[config.mk]
export PLATFORM = sky130hd
export DESIGN_NAME = ccu_top
export DESIGN_NICKNAME = d
export VERILOG_FILES = /design/src/ccu_pkg.sv /design/src/cfg_fifo_if.sv /design/src/ccu_top.sv /design/src/cfg_fifo.sv /design/src/cfg_loader.sv /design/src/loop_sequencer.sv
export SDC_FILE = /design/constraint.sdc
export NUM_CORES = 1
export LEC_CHECK = 0
export BUFFER_PORTS_ARGS = -buffer_cell sky130_fd_sc_hd__buf_4
export CAP_MARGIN = 20
export CORE_MARGIN = 2
export CORE_UTILIZATION = 51
export CTS_CLUSTER_DIAMETER = 50
export DETAILED_ROUTE_END_ITERATION = 7
export PLACE_DENSITY = 0.75
export SETUP_SLACK_MARGIN = 0.3
export SKIP_LAST_GASP = 1
export SYNTH_ARGS = -nofsm -noshare
export SYNTH_HDL_FRONTEND = slang
export SYNTH_SLANG_ARGS = --single-unit
[constraint.sdc]
create_clock -name clk -period 2.6 [get_ports clk]
set_input_delay 0.39 -clock clk [delete_from_list [all_inputs] [get_ports clk]]
set_output_delay 0.39 -clock clk [all_outputs]
set_load 0.01 [all_outputs]
[src/ccu_pkg.sv]
package ccu_pkg;

    // ======================================================================
    // loop count fields, each holds the last index of its loop
    // ======================================================================
    localparam int BLK_W      = 4;   // blocks per frame
    localparam int FRM_W      = 4;   // frames per feature group
    localparam int GRP_W      = 4;   // feature groups per patch
    localparam int PAT_W      = 4;   // patches per layer

    // global buffer fields
    localparam int ALLOC_W    = 4;   // sram banks per data kind
    localparam int LOOP_WEI_W = 12;  // patch * frame sized
    localparam int LOOP_ACT_W = 8;

    typedef logic [ALLOC_W-1:0]    alloc_t;
    typedef logic [LOOP_WEI_W-1:0] loop_wei_t;
    typedef logic [LOOP_ACT_W-1:0] loop_act_t;

    // one word per layer, msb first
    typedef struct packed {
        logic [BLK_W-1:0] num_block;
        logic [FRM_W-1:0] num_frame;
        logic [GRP_W-1:0] num_ftrgrp;
        logic [PAT_W-1:0] num_patch;
        alloc_t           alloc_wei;
        alloc_t           alloc_act;
        loop_wei_t        loop_wei;
        loop_act_t        loop_act;
    } cfg_word_t;

    localparam int CFG_W = $bits(cfg_word_t);  // 44 bits

    // ======================================================================
    // fsm states
    // ======================================================================
    typedef enum logic [1:0] {
        LD_IDLE,    // waiting for start
        LD_FILL,    // accepting words
        LD_HOLD     // buffer loaded, run in progress
    } loader_state_e;

    typedef enum logic [1:0] {
        SQ_IDLE,
        SQ_POP,         // fetch next layer word
        SQ_RUN,         // walking the block loops
        SQ_WAIT_CLEAR   // layer done, pooling draining
    } seq_state_e;

endpackage

[src/cfg_fifo_if.sv]
`timescale 1ns/10ps

interface cfg_fifo_if import ccu_pkg::*; ();

    // write side
    logic      push;       // same-cycle write
    cfg_word_t wr_data;
    logic      full;

    // read side, show-ahead
    logic      pop;
    cfg_word_t rd_data;    // oldest word while not empty
    logic      empty;

    // run control between loader and sequencer
    logic      load_done;  // one cycle, buffer filled
    logic      run_done;   // one cycle, last layer cleared up

    modport producer (
        output push, wr_data, load_done,
        input  full, run_done
    );

    modport buffer (
        input  push, wr_data, pop,
        output rd_data, full, empty
    );

    modport consumer (
        output pop, run_done,
        input  rd_data, empty, load_done
    );

endinterface

[src/ccu_top.sv]
`timescale 1ns/10ps

module ccu_top import ccu_pkg::*; #(
    parameter int NUM_PEB    = 16,
    parameter int FIFO_DEPTH = 4    // layers per run
) (
    input  logic               clk,
    input  logic               rst_n,
    // configuration in
    input  logic               start,
    input  logic               cfg_val,
    input  logic [CFG_W-1:0]   cfg_data,
    output logic               cfg_rdy,
    // global buffer config
    output logic               gb_cfg_val,
    input  logic               gb_cfg_rdy,
    output alloc_t             gb_alloc_wei,
    output alloc_t             gb_alloc_act,
    output loop_wei_t          gb_loop_wei,
    output loop_act_t          gb_loop_act,
    // processing elements
    input  logic [NUM_PEB-1:0] peb_fnh_block,
    output logic [NUM_PEB-1:0] peb_next_block,
    output logic [NUM_PEB-1:0] peb_reset_wei,
    output logic [NUM_PEB-1:0] peb_reset_act,
    // global buffer pullback
    output logic               gb_pullback_wei,
    output logic               gb_pullback_act,
    // pooling
    output logic               layer_fnh,
    input  logic               pool_clear_up
);

    cfg_fifo_if cfg_if ();   // loader -> fifo -> sequencer

    // ======================================================================
    // producer
    // ======================================================================
    cfg_loader cfg_loader_i (
        .clk      (clk),
        .rst_n    (rst_n),
        .start    (start),
        .cfg_val  (cfg_val),
        .cfg_data (cfg_word_t'(cfg_data)),
        .cfg_rdy  (cfg_rdy),
        .fifo     (cfg_if.producer)
    );

    // one word per layer
    cfg_fifo #(
        .FIFO_DEPTH (FIFO_DEPTH)
    ) cfg_fifo_i (
        .clk   (clk),
        .rst_n (rst_n),
        .fifo  (cfg_if.buffer)
    );

    // ======================================================================
    // consumer
    // ======================================================================
    loop_sequencer #(
        .NUM_PEB (NUM_PEB)
    ) loop_sequencer_i (
        .clk             (clk),
        .rst_n           (rst_n),
        .fifo            (cfg_if.consumer),
        .peb_fnh_block   (peb_fnh_block),
        .peb_next_block  (peb_next_block),
        .peb_reset_wei   (peb_reset_wei),
        .peb_reset_act   (peb_reset_act),
        .gb_cfg_val      (gb_cfg_val),
        .gb_cfg_rdy      (gb_cfg_rdy),
        .gb_alloc_wei    (gb_alloc_wei),
        .gb_alloc_act    (gb_alloc_act),
        .gb_loop_wei     (gb_loop_wei),
        .gb_loop_act     (gb_loop_act),
        .gb_pullback_wei (gb_pullback_wei),
        .gb_pullback_act (gb_pullback_act),
        .layer_fnh       (layer_fnh),
        .pool_clear_up   (pool_clear_up)
    );

endmodule

[src/cfg_fifo.sv]
`timescale 1ns/10ps

module cfg_fifo import ccu_pkg::*; #(
    parameter int FIFO_DEPTH = 4    // power of two, at least 2
) (
    input  logic       clk,
    input  logic       rst_n,
    cfg_fifo_if.buffer fifo
);

    localparam int AW = $clog2(FIFO_DEPTH);

    cfg_word_t   mem [FIFO_DEPTH];
    logic [AW:0] wr_ptr;   // extra msb tells full from empty
    logic [AW:0] rd_ptr;
    logic        do_push;
    logic        do_pop;

    assign do_push = fifo.push && !fifo.full;
    assign do_pop  = fifo.pop && !fifo.empty;

    // ======================================================================
    // storage
    // ======================================================================
    always_ff @(posedge clk) begin
        if (do_push) begin
            mem[wr_ptr[AW-1:0]] <= fifo.wr_data;
        end
    end

    // show-ahead, head word always on rd_data
    assign fifo.rd_data = mem[rd_ptr[AW-1:0]];

    // ======================================================================
    // pointers
    // ======================================================================
    always_ff @(posedge clk or negedge rst_n) begin
        if (!rst_n) begin
            wr_ptr <= '0;
        end else if (do_push) begin
            wr_ptr <= wr_ptr + 1'b1;
        end
    end

    always_ff @(posedge clk or negedge rst_n) begin
        if (!rst_n) begin
            rd_ptr <= '0;
        end else if (do_pop) begin
            rd_ptr <= rd_ptr + 1'b1;
        end
    end

    // same address, wrap bits differ -> full
    assign fifo.full  = (wr_ptr[AW] != rd_ptr[AW]) &&
                        (wr_ptr[AW-1:0] == rd_ptr[AW-1:0]);
    assign fifo.empty = (wr_ptr == rd_ptr);

endmodule

[src/cfg_loader.sv]
`timescale 1ns/10ps

module cfg_loader import ccu_pkg::*; (
    input  logic         clk,
    input  logic         rst_n,
    input  logic         start,
    input  logic         cfg_val,
    input  cfg_word_t    cfg_data,
    output logic         cfg_rdy,
    cfg_fifo_if.producer fifo
);

    loader_state_e state;
    loader_state_e state_nxt;
    logic          fill_end;      // buffer just became full while filling
    logic          load_done_q;

    // ======================================================================
    // loader fsm
    // ======================================================================
    always_comb begin
        state_nxt = state;
        case (state)
            LD_IDLE: begin
                if (start) begin
                    state_nxt = LD_FILL;
                end
            end
            LD_FILL: begin
                if (fill_end) begin
                    state_nxt = LD_HOLD;   // one word per layer loaded
                end
            end
            LD_HOLD: begin
                if (fifo.run_done) begin
                    state_nxt = LD_IDLE;   // all layers consumed
                end
            end
            default: state_nxt = LD_IDLE;
        endcase
    end

    always_ff @(posedge clk or negedge rst_n) begin
        if (!rst_n) begin
            state <= LD_IDLE;
        end else begin
            state <= state_nxt;
        end
    end

    assign fill_end = (state == LD_FILL) && fifo.full;

    // only back-pressure toward the source
    assign cfg_rdy = (state == LD_FILL) && !fifo.full;

    assign fifo.push    = cfg_val && cfg_rdy;  // never while full
    assign fifo.wr_data = cfg_data;

    // one-shot, first cycle of LD_HOLD
    always_ff @(posedge clk or negedge rst_n) begin
        if (!rst_n) begin
            load_done_q <= 1'b0;
        end else begin
            load_done_q <= fill_end;
        end
    end

    assign fifo.load_done = load_done_q;

endmodule

[src/loop_sequencer.sv]
`timescale 1ns/10ps

module loop_sequencer import ccu_pkg::*; #(
    parameter int NUM_PEB = 16
) (
    input  logic               clk,
    input  logic               rst_n,
    cfg_fifo_if.consumer       fifo,
    // processing elements
    input  logic [NUM_PEB-1:0] peb_fnh_block,
    output logic [NUM_PEB-1:0] peb_next_block,
    output logic [NUM_PEB-1:0] peb_reset_wei,
    output logic [NUM_PEB-1:0] peb_reset_act,
    // global buffer config, level handshake
    output logic               gb_cfg_val,
    input  logic               gb_cfg_rdy,
    output alloc_t             gb_alloc_wei,
    output alloc_t             gb_alloc_act,
    output loop_wei_t          gb_loop_wei,
    output loop_act_t          gb_loop_act,
    output logic               gb_pullback_wei,
    output logic               gb_pullback_act,
    // pooling
    output logic               layer_fnh,
    input  logic               pool_clear_up
);

    // loop index, innermost first
    localparam int NLOOP = 4;
    localparam int L_BLK = 0;
    localparam int L_FRM = 1;
    localparam int L_GRP = 2;
    localparam int L_PAT = 3;

    // common counter width, widest field
    localparam int LW_BF = (BLK_W > FRM_W) ? BLK_W : FRM_W;
    localparam int LW_GP = (GRP_W > PAT_W) ? GRP_W : PAT_W;
    localparam int LW    = (LW_BF > LW_GP) ? LW_BF : LW_GP;

    seq_state_e               state;
    seq_state_e               state_nxt;
    cfg_word_t                cur;          // word of the running layer
    logic [NUM_PEB-1:0]       fnh_d;
    logic                     fnh_rise;
    logic [NLOOP-1:0][LW-1:0] cnt;
    logic [NLOOP-1:0][LW-1:0] lim;
    logic [NLOOP-1:0]         inc;
    logic [NLOOP-1:0]         ovf;
    logic                     layer_end;
    logic                     start_d;      // layer start, delayed
    logic                     blk_d;        // block advance, not last
    logic                     frm_d;
    logic                     grp_d;
    logic                     end_d;

    // ======================================================================
    // layer fsm
    // ======================================================================
    always_comb begin
        state_nxt = state;
        case (state)
            SQ_IDLE: begin
                if (fifo.load_done) begin
                    state_nxt = SQ_POP;
                end
            end
            SQ_POP:  state_nxt = SQ_RUN;
            SQ_RUN: begin
                if (layer_end) begin
                    state_nxt = SQ_WAIT_CLEAR;
                end
            end
            SQ_WAIT_CLEAR: begin
                if (pool_clear_up) begin
                    state_nxt = fifo.empty ? SQ_IDLE : SQ_POP;  // run over or next layer
                end
            end
            default: state_nxt = SQ_IDLE;
        endcase
    end

    always_ff @(posedge clk or negedge rst_n) begin
        if (!rst_n) begin
            state <= SQ_IDLE;
        end else begin
            state <= state_nxt;
        end
    end

    assign fifo.pop      = (state == SQ_POP);
    assign fifo.run_done = (state == SQ_WAIT_CLEAR) && pool_clear_up && fifo.empty;

    // current word, loaded with the pop
    always_ff @(posedge clk) begin
        if (state == SQ_POP) begin
            cur <= fifo.rd_data;
        end
    end

    // ======================================================================
    // nested loops: block < frame < feature group < patch
    // ======================================================================
    always_ff @(posedge clk or negedge rst_n) begin
        if (!rst_n) begin
            fnh_d <= '0;
        end else begin
            fnh_d <= peb_fnh_block;
        end
    end

    // all peb blocks done, rising edge only
    assign fnh_rise = (&peb_fnh_block) && !(&fnh_d);

    assign lim[L_BLK] = LW'(cur.num_block);
    assign lim[L_FRM] = LW'(cur.num_frame);
    assign lim[L_GRP] = LW'(cur.num_ftrgrp);
    assign lim[L_PAT] = LW'(cur.num_patch);

    always_comb begin
        for (int i = 0; i < NLOOP; i++) begin
            ovf[i] = (cnt[i] == lim[i]);
        end
        inc[L_BLK] = fnh_rise && (state == SQ_RUN);
        for (int i = 1; i < NLOOP; i++) begin
            inc[i] = inc[i-1] && ovf[i-1];   // carry into outer loop
        end
    end

    assign layer_end = inc[L_PAT] && ovf[L_PAT];
    assign layer_fnh = layer_end;   // cycle of the final advance

    always_ff @(posedge clk or negedge rst_n) begin
        if (!rst_n) begin
            cnt <= '0;
        end else if (state == SQ_POP) begin
            cnt <= '0;
        end else begin
            for (int i = 0; i < NLOOP; i++) begin
                if (inc[i]) begin
                    cnt[i] <= ovf[i] ? '0 : cnt[i] + 1'b1;  // wrap at limit
                end
            end
        end
    end

    // ======================================================================
    // control pulses, one cycle after the event
    // ======================================================================
    always_ff @(posedge clk or negedge rst_n) begin
        if (!rst_n) begin
            start_d <= 1'b0;
            blk_d   <= 1'b0;
            frm_d   <= 1'b0;
            grp_d   <= 1'b0;
            end_d   <= 1'b0;
        end else begin
            start_d <= (state == SQ_POP);
            blk_d   <= inc[L_BLK] && !layer_end;
            frm_d   <= inc[L_FRM];
            grp_d   <= inc[L_GRP];
            end_d   <= layer_end;
        end
    end

    // same pulse on every peb bit
    assign peb_next_block = {NUM_PEB{start_d | blk_d}};
    assign peb_reset_wei  = {NUM_PEB{start_d | (frm_d & ~end_d)}};
    assign peb_reset_act  = {NUM_PEB{start_d | (grp_d & ~end_d)}};

    // pullbacks also fire at layer end
    assign gb_pullback_wei = frm_d;
    assign gb_pullback_act = grp_d;

    // ======================================================================
    // global buffer config
    // ======================================================================
    // set by the pop, cleared by ready
    always_ff @(posedge clk or negedge rst_n) begin
        if (!rst_n) begin
            gb_cfg_val <= 1'b0;
        end else if (state == SQ_POP) begin
            gb_cfg_val <= 1'b1;
        end else if (gb_cfg_rdy) begin
            gb_cfg_val <= 1'b0;
        end
    end

    // held for the whole layer
    assign gb_alloc_wei = cur.alloc_wei;
    assign gb_alloc_act = cur.alloc_act;
    assign gb_loop_wei  = cur.loop_wei;
    assign gb_loop_act  = cur.loop_act;

endmodule

==> summary by stage <==
Placement
The congestion estimate from routability-driven global placement came to 0.794. The placed cell area is 11500 µm². Input and output buffers added on the ports amount to 146.

The worst slack after detailed placement is 0.132 ns. Detailed placement finished with a half-perimeter wire length of 11.7 mm. The total instance count after detailed placement is 916.

Finish
The post-route non-filler standard cell count is 1012. Summing all multi-input logic gate instances after layout gives 2260 µm². The layout has 1391 filler cells. The total inserted antenna cells is 0. The number of nets at the end of the flow is 799. Registers take 7850 µm². The final design instance area without fill is 13000 µm². The area growth from synthesis to layout is 22.3%. Cells with a size suffix above 1 make up 42.7% of the layout.

Detailed routing
The wire length per cell is 19.9 µm. In the routed layout, each cell is associated on average with a via count of 5.41. In the routed design, unresolved DRC markers number 0.

The detailed router finished its first iteration with 334 violations. Once detail routing completed, the nets flagged for antenna violations numbered 0. After detailed routing, the total wire length is 20.1 mm.

The first detailed-routing pass ran for 5 iterations. The total number of vias is 5471.

Pwr
Combinational cells account for 9.1% of the total power. The total design power is 10.2 mW. The fraction of power spent switching nets is 22.4%.

In this run the power spent charging and discharging nets is 2.28 mW. Power spread over the standard cell area amounts to 787 nW/µm². The internal portion of the total power is 7.91 mW. Summed over all cells, the static leakage comes to 4.86 nW. The largest voltage drop on the vdd net is 0.572 mV. The sequential share of power is 52.8%. The proportion of power drawn by the clock network is 38.1%.

Clock network
TritonCTS created 28 clock buffers. The tree is rooted in a clkbuf_16. TritonCTS built the clock tree. The clock-pin slew reported for the worst setup and hold paths after clock tree synthesis is 0.06 ns. The clock latency at the later pin of the worst-skew pair is 0.54 ns.

The number of sinks driven by the clock tree is 269. The H-tree depth is 1. The number of buffers on the longest clock path is 3.

STA
The worst pin sits at a relative slew slack of 38.3%. Across all setup checks in the final design, the least slack found is -0.0556 ns. Clock skew on the completed layout was measured at 0.0218 ns. The final setup violation count is 1. The final clock period utilization by the worst path is 102%. Setup repair after global routing could not meet its margin everywhere.

Timing would allow up to 377 MHz. The time the final worst path needs with I/O delays and setup is 2.66 ns. At the pin with the least slew margin, the transition time is 0.925 ns. The final hold violation count came to 0. The final worst hold slack is 0.0462 ns. The number of slew-limit violations in the final report is 0.

Status
The flow ran to the end, but the final reports show violations. The checks that failed: negative setup slack.

Yosys
The average cell area after synthesis is 18.4 µm². In this run the cell area of the synthesized design comes to 10600 µm². The number of library cell types mapped by synthesis is 43.

Counting every instance in the synthesized netlist gives 576. The flop and latch count out of synthesis is 269. Yosys mapped a number of flops with a built-in enable equal to 220. The number of synthesis warnings is 0. Sequential elements use 74.0% of the synthesized area. The commonest register cell after synthesis is edfxtp_1. The post-synthesis net count is 655.

After synthesis, the share of flip-flops with an asynchronous set or reset is 18.2%.

Setup path
For the worst setup path, the data required time is 2.21 ns. The register-to-register setup slack is 0.34 ns. STA classifies the critical path startpoint as a flop. The path depth of the worst reg2reg path is 7. STA classifies the critical path endpoint as a primary output. The type of the worst setup path is flop to primary output. Of all nets on the critical path, the largest fanout is 3. The data arrival time of the critical path is 2.27 ns. The worst register-to-register path begins at loop_sequencer_i.cur[40]. The endpoint identified for the worst register-to-register timing path is loop_sequencer_i.cnt[10].

Hold path
The worst hold path startpoint is cfg_data[22]. The tightest min-delay check is of the input port to flop type. Counting instances, the worst hold path has a depth of 1. For hold timing, the worst endpoint is cfg_fifo_i.mem[3][22].

Global routing
The total overflow reported by the global router is 0. The first global-routing pass estimated 30.9 mm of wire. The number of antenna violations at the first check in global routing is 0. Entering global routing, the biggest net connects 50 pins. The via count of the first global-routing pass is 5668. The global-route usage over all layers is 18.3%.

Floorplan
147 I/O pins were placed. For this configuration, the core starts out at a cell density of 52.2%. The die covers 21900 µm².

The number of placement rows is 52. The width of the die is 148 µm. The area of the core is 20300 µm². The chip height is 148 µm.

Job
Across the run, the number of max-cap violations was 0.
## cell usage after synthesis, drive strengths merged, types with 9 or more instances
library cell,count,share of area (%)
a21oi,15,0.71
buf,81,5.6
dfrtp,49,12
edfxtp,220,62
ha,13,1.5
inv,10,0.35
mux4,44,9.4
nand2,18,0.64
nand3,10,0.47
nand4,11,0.65
nor2,19,0.67
o21ai,9,0.43
xnor2,20,1.8
## worst max-delay path by stage
stage | endpoint | slack [ns] | startpoint
after floorplan | cfg_fifo_i.mem[0][0] | 0.15 | cfg_fifo_i.rd_ptr[0]
after global placement | layer_fnh | 0.28 | loop_sequencer_i.state[0]
after detailed placement | layer_fnh | 0.13 | loop_sequencer_i.state[0]
after CTS | layer_fnh | -0.02 | loop_sequencer_i.state[0]
after global routing | layer_fnh | -0.11 | loop_sequencer_i.cur[35]
final | layer_fnh | -0.06 | loop_sequencer_i.cnt[6]
## cell type report
class / instances / area share, %
inverter: 10 / 0.290
timing repair buffer: 201 / 12.1
clock inverter: 21 / 1.49
clock buffer: 31 / 5.50
sequential: 269 / 60.6
tap: 270 / 2.61
multi-input combinational: 210 / 17.4
## worst max-delay path: stages, from the launching register on
cell	delay, ns
dfrtp_1	0.41
xnor2_2	0.23
and4_4	0.25
nand2_1	0.08
or4b_4	0.51
nor2_4	0.13
buf_6	0.13
## repair_timing
| action | CTS | global route |
|---|---|---|
| gates cloned | 1 | 0 |
| endpoints found under the setup margin | 50 | 182 |
| gates resized for setup | 29 | 11 |
| pin swaps | 8 | 11 |
| hold endpoints to repair | 65 | 0 |
| hold buffers | 17 | 0 |
| setup buffers | 18 | 8 |
## flip-flops by register name, summed over array words and instances, names as in the netlist, 3 cells and up
name,cells
cfg_fifo_i.mem,176
loop_sequencer_i.cnt,16
loop_sequencer_i.cur,16
loop_sequencer_i.fnh_d,16
loop_sequencer_i.gb_loop_wei,12
loop_sequencer_i.gb_loop_act,8
loop_sequencer_i.gb_alloc_act,4
loop_sequencer_i.gb_alloc_wei,4
cfg_fifo_i.rd_ptr,3
cfg_fifo_i.wr_ptr,3
## logic make-up (layout without fill, tap and decap cells)
logic type | after synthesis | after routing | synth area share [%]
AOI/OAI and AO/OA | 33 | 33 | 1.77
xor gates and xnor gates | 24 | 24 | 2.13
adders and majority gates | 13 | 13 | 1.54
buffers and inverters | 98 | 263 | 6.17
DFF | 269 | 269 | 74.0
muxes | 47 | 47 | 9.67
and+or+nand+nor | 92 | 93 | 4.74
## through the flow
stage / utilization, % / setup TNS, ns
global route: 63.8 / -0.107
detailed placement: 56.7 / 0
finish: 63.8 / -0.0556
global placement: 56.7 / 0
floorplan: - / 0
CTS: 63.3 / -0.0237
## cells in the final DEF (no fill, tap or decap), types with 3 or more instances in the layout
master,n
edfxtp_1,220
buf_4,180
mux4_2,44
dfrtp_1,40
clkbuf_16,28
nand2_1,18
nor2_1,17
dlygate4sd3_1,17
a21oi_1,13
xnor2_2,12
nand4_1,11
ha_1,11
nand3_1,10
inv_1,9
xnor2_1,8
o21ai_0,8
dfrtp_2,8
clkinv_2,8
clkinv_1,7
xor2_1,4
and2_2,4
nor3_1,4
buf_6,4
and4_4,3
nand3b_1,3
a21o_1,3
and2_1,3
bufinv_16,3
clkbuf_1,3
## power by group through the flow
stage                     sequential, mW  clock, mW  combinational (mW)
after global placement              5.43          0               0.855
final                               5.38       3.88               0.930
after floorplan                     5.43          0               0.507
after global routing                5.42       4.12                1.03
after detailed placement            5.48          0               0.887
after CTS                           5.39       3.95               0.932
## per-layer routing
metal,share of wire (%),up-vias,track usage [%]
met3,7.2,47,4.26
met4,2.6,0,4.67
met1,38,2778,23.0
li1,-,2423,-
met2,52,223,32.4
met5,0,-,0
Note: power is estimated with default switching activity, not from simulation.
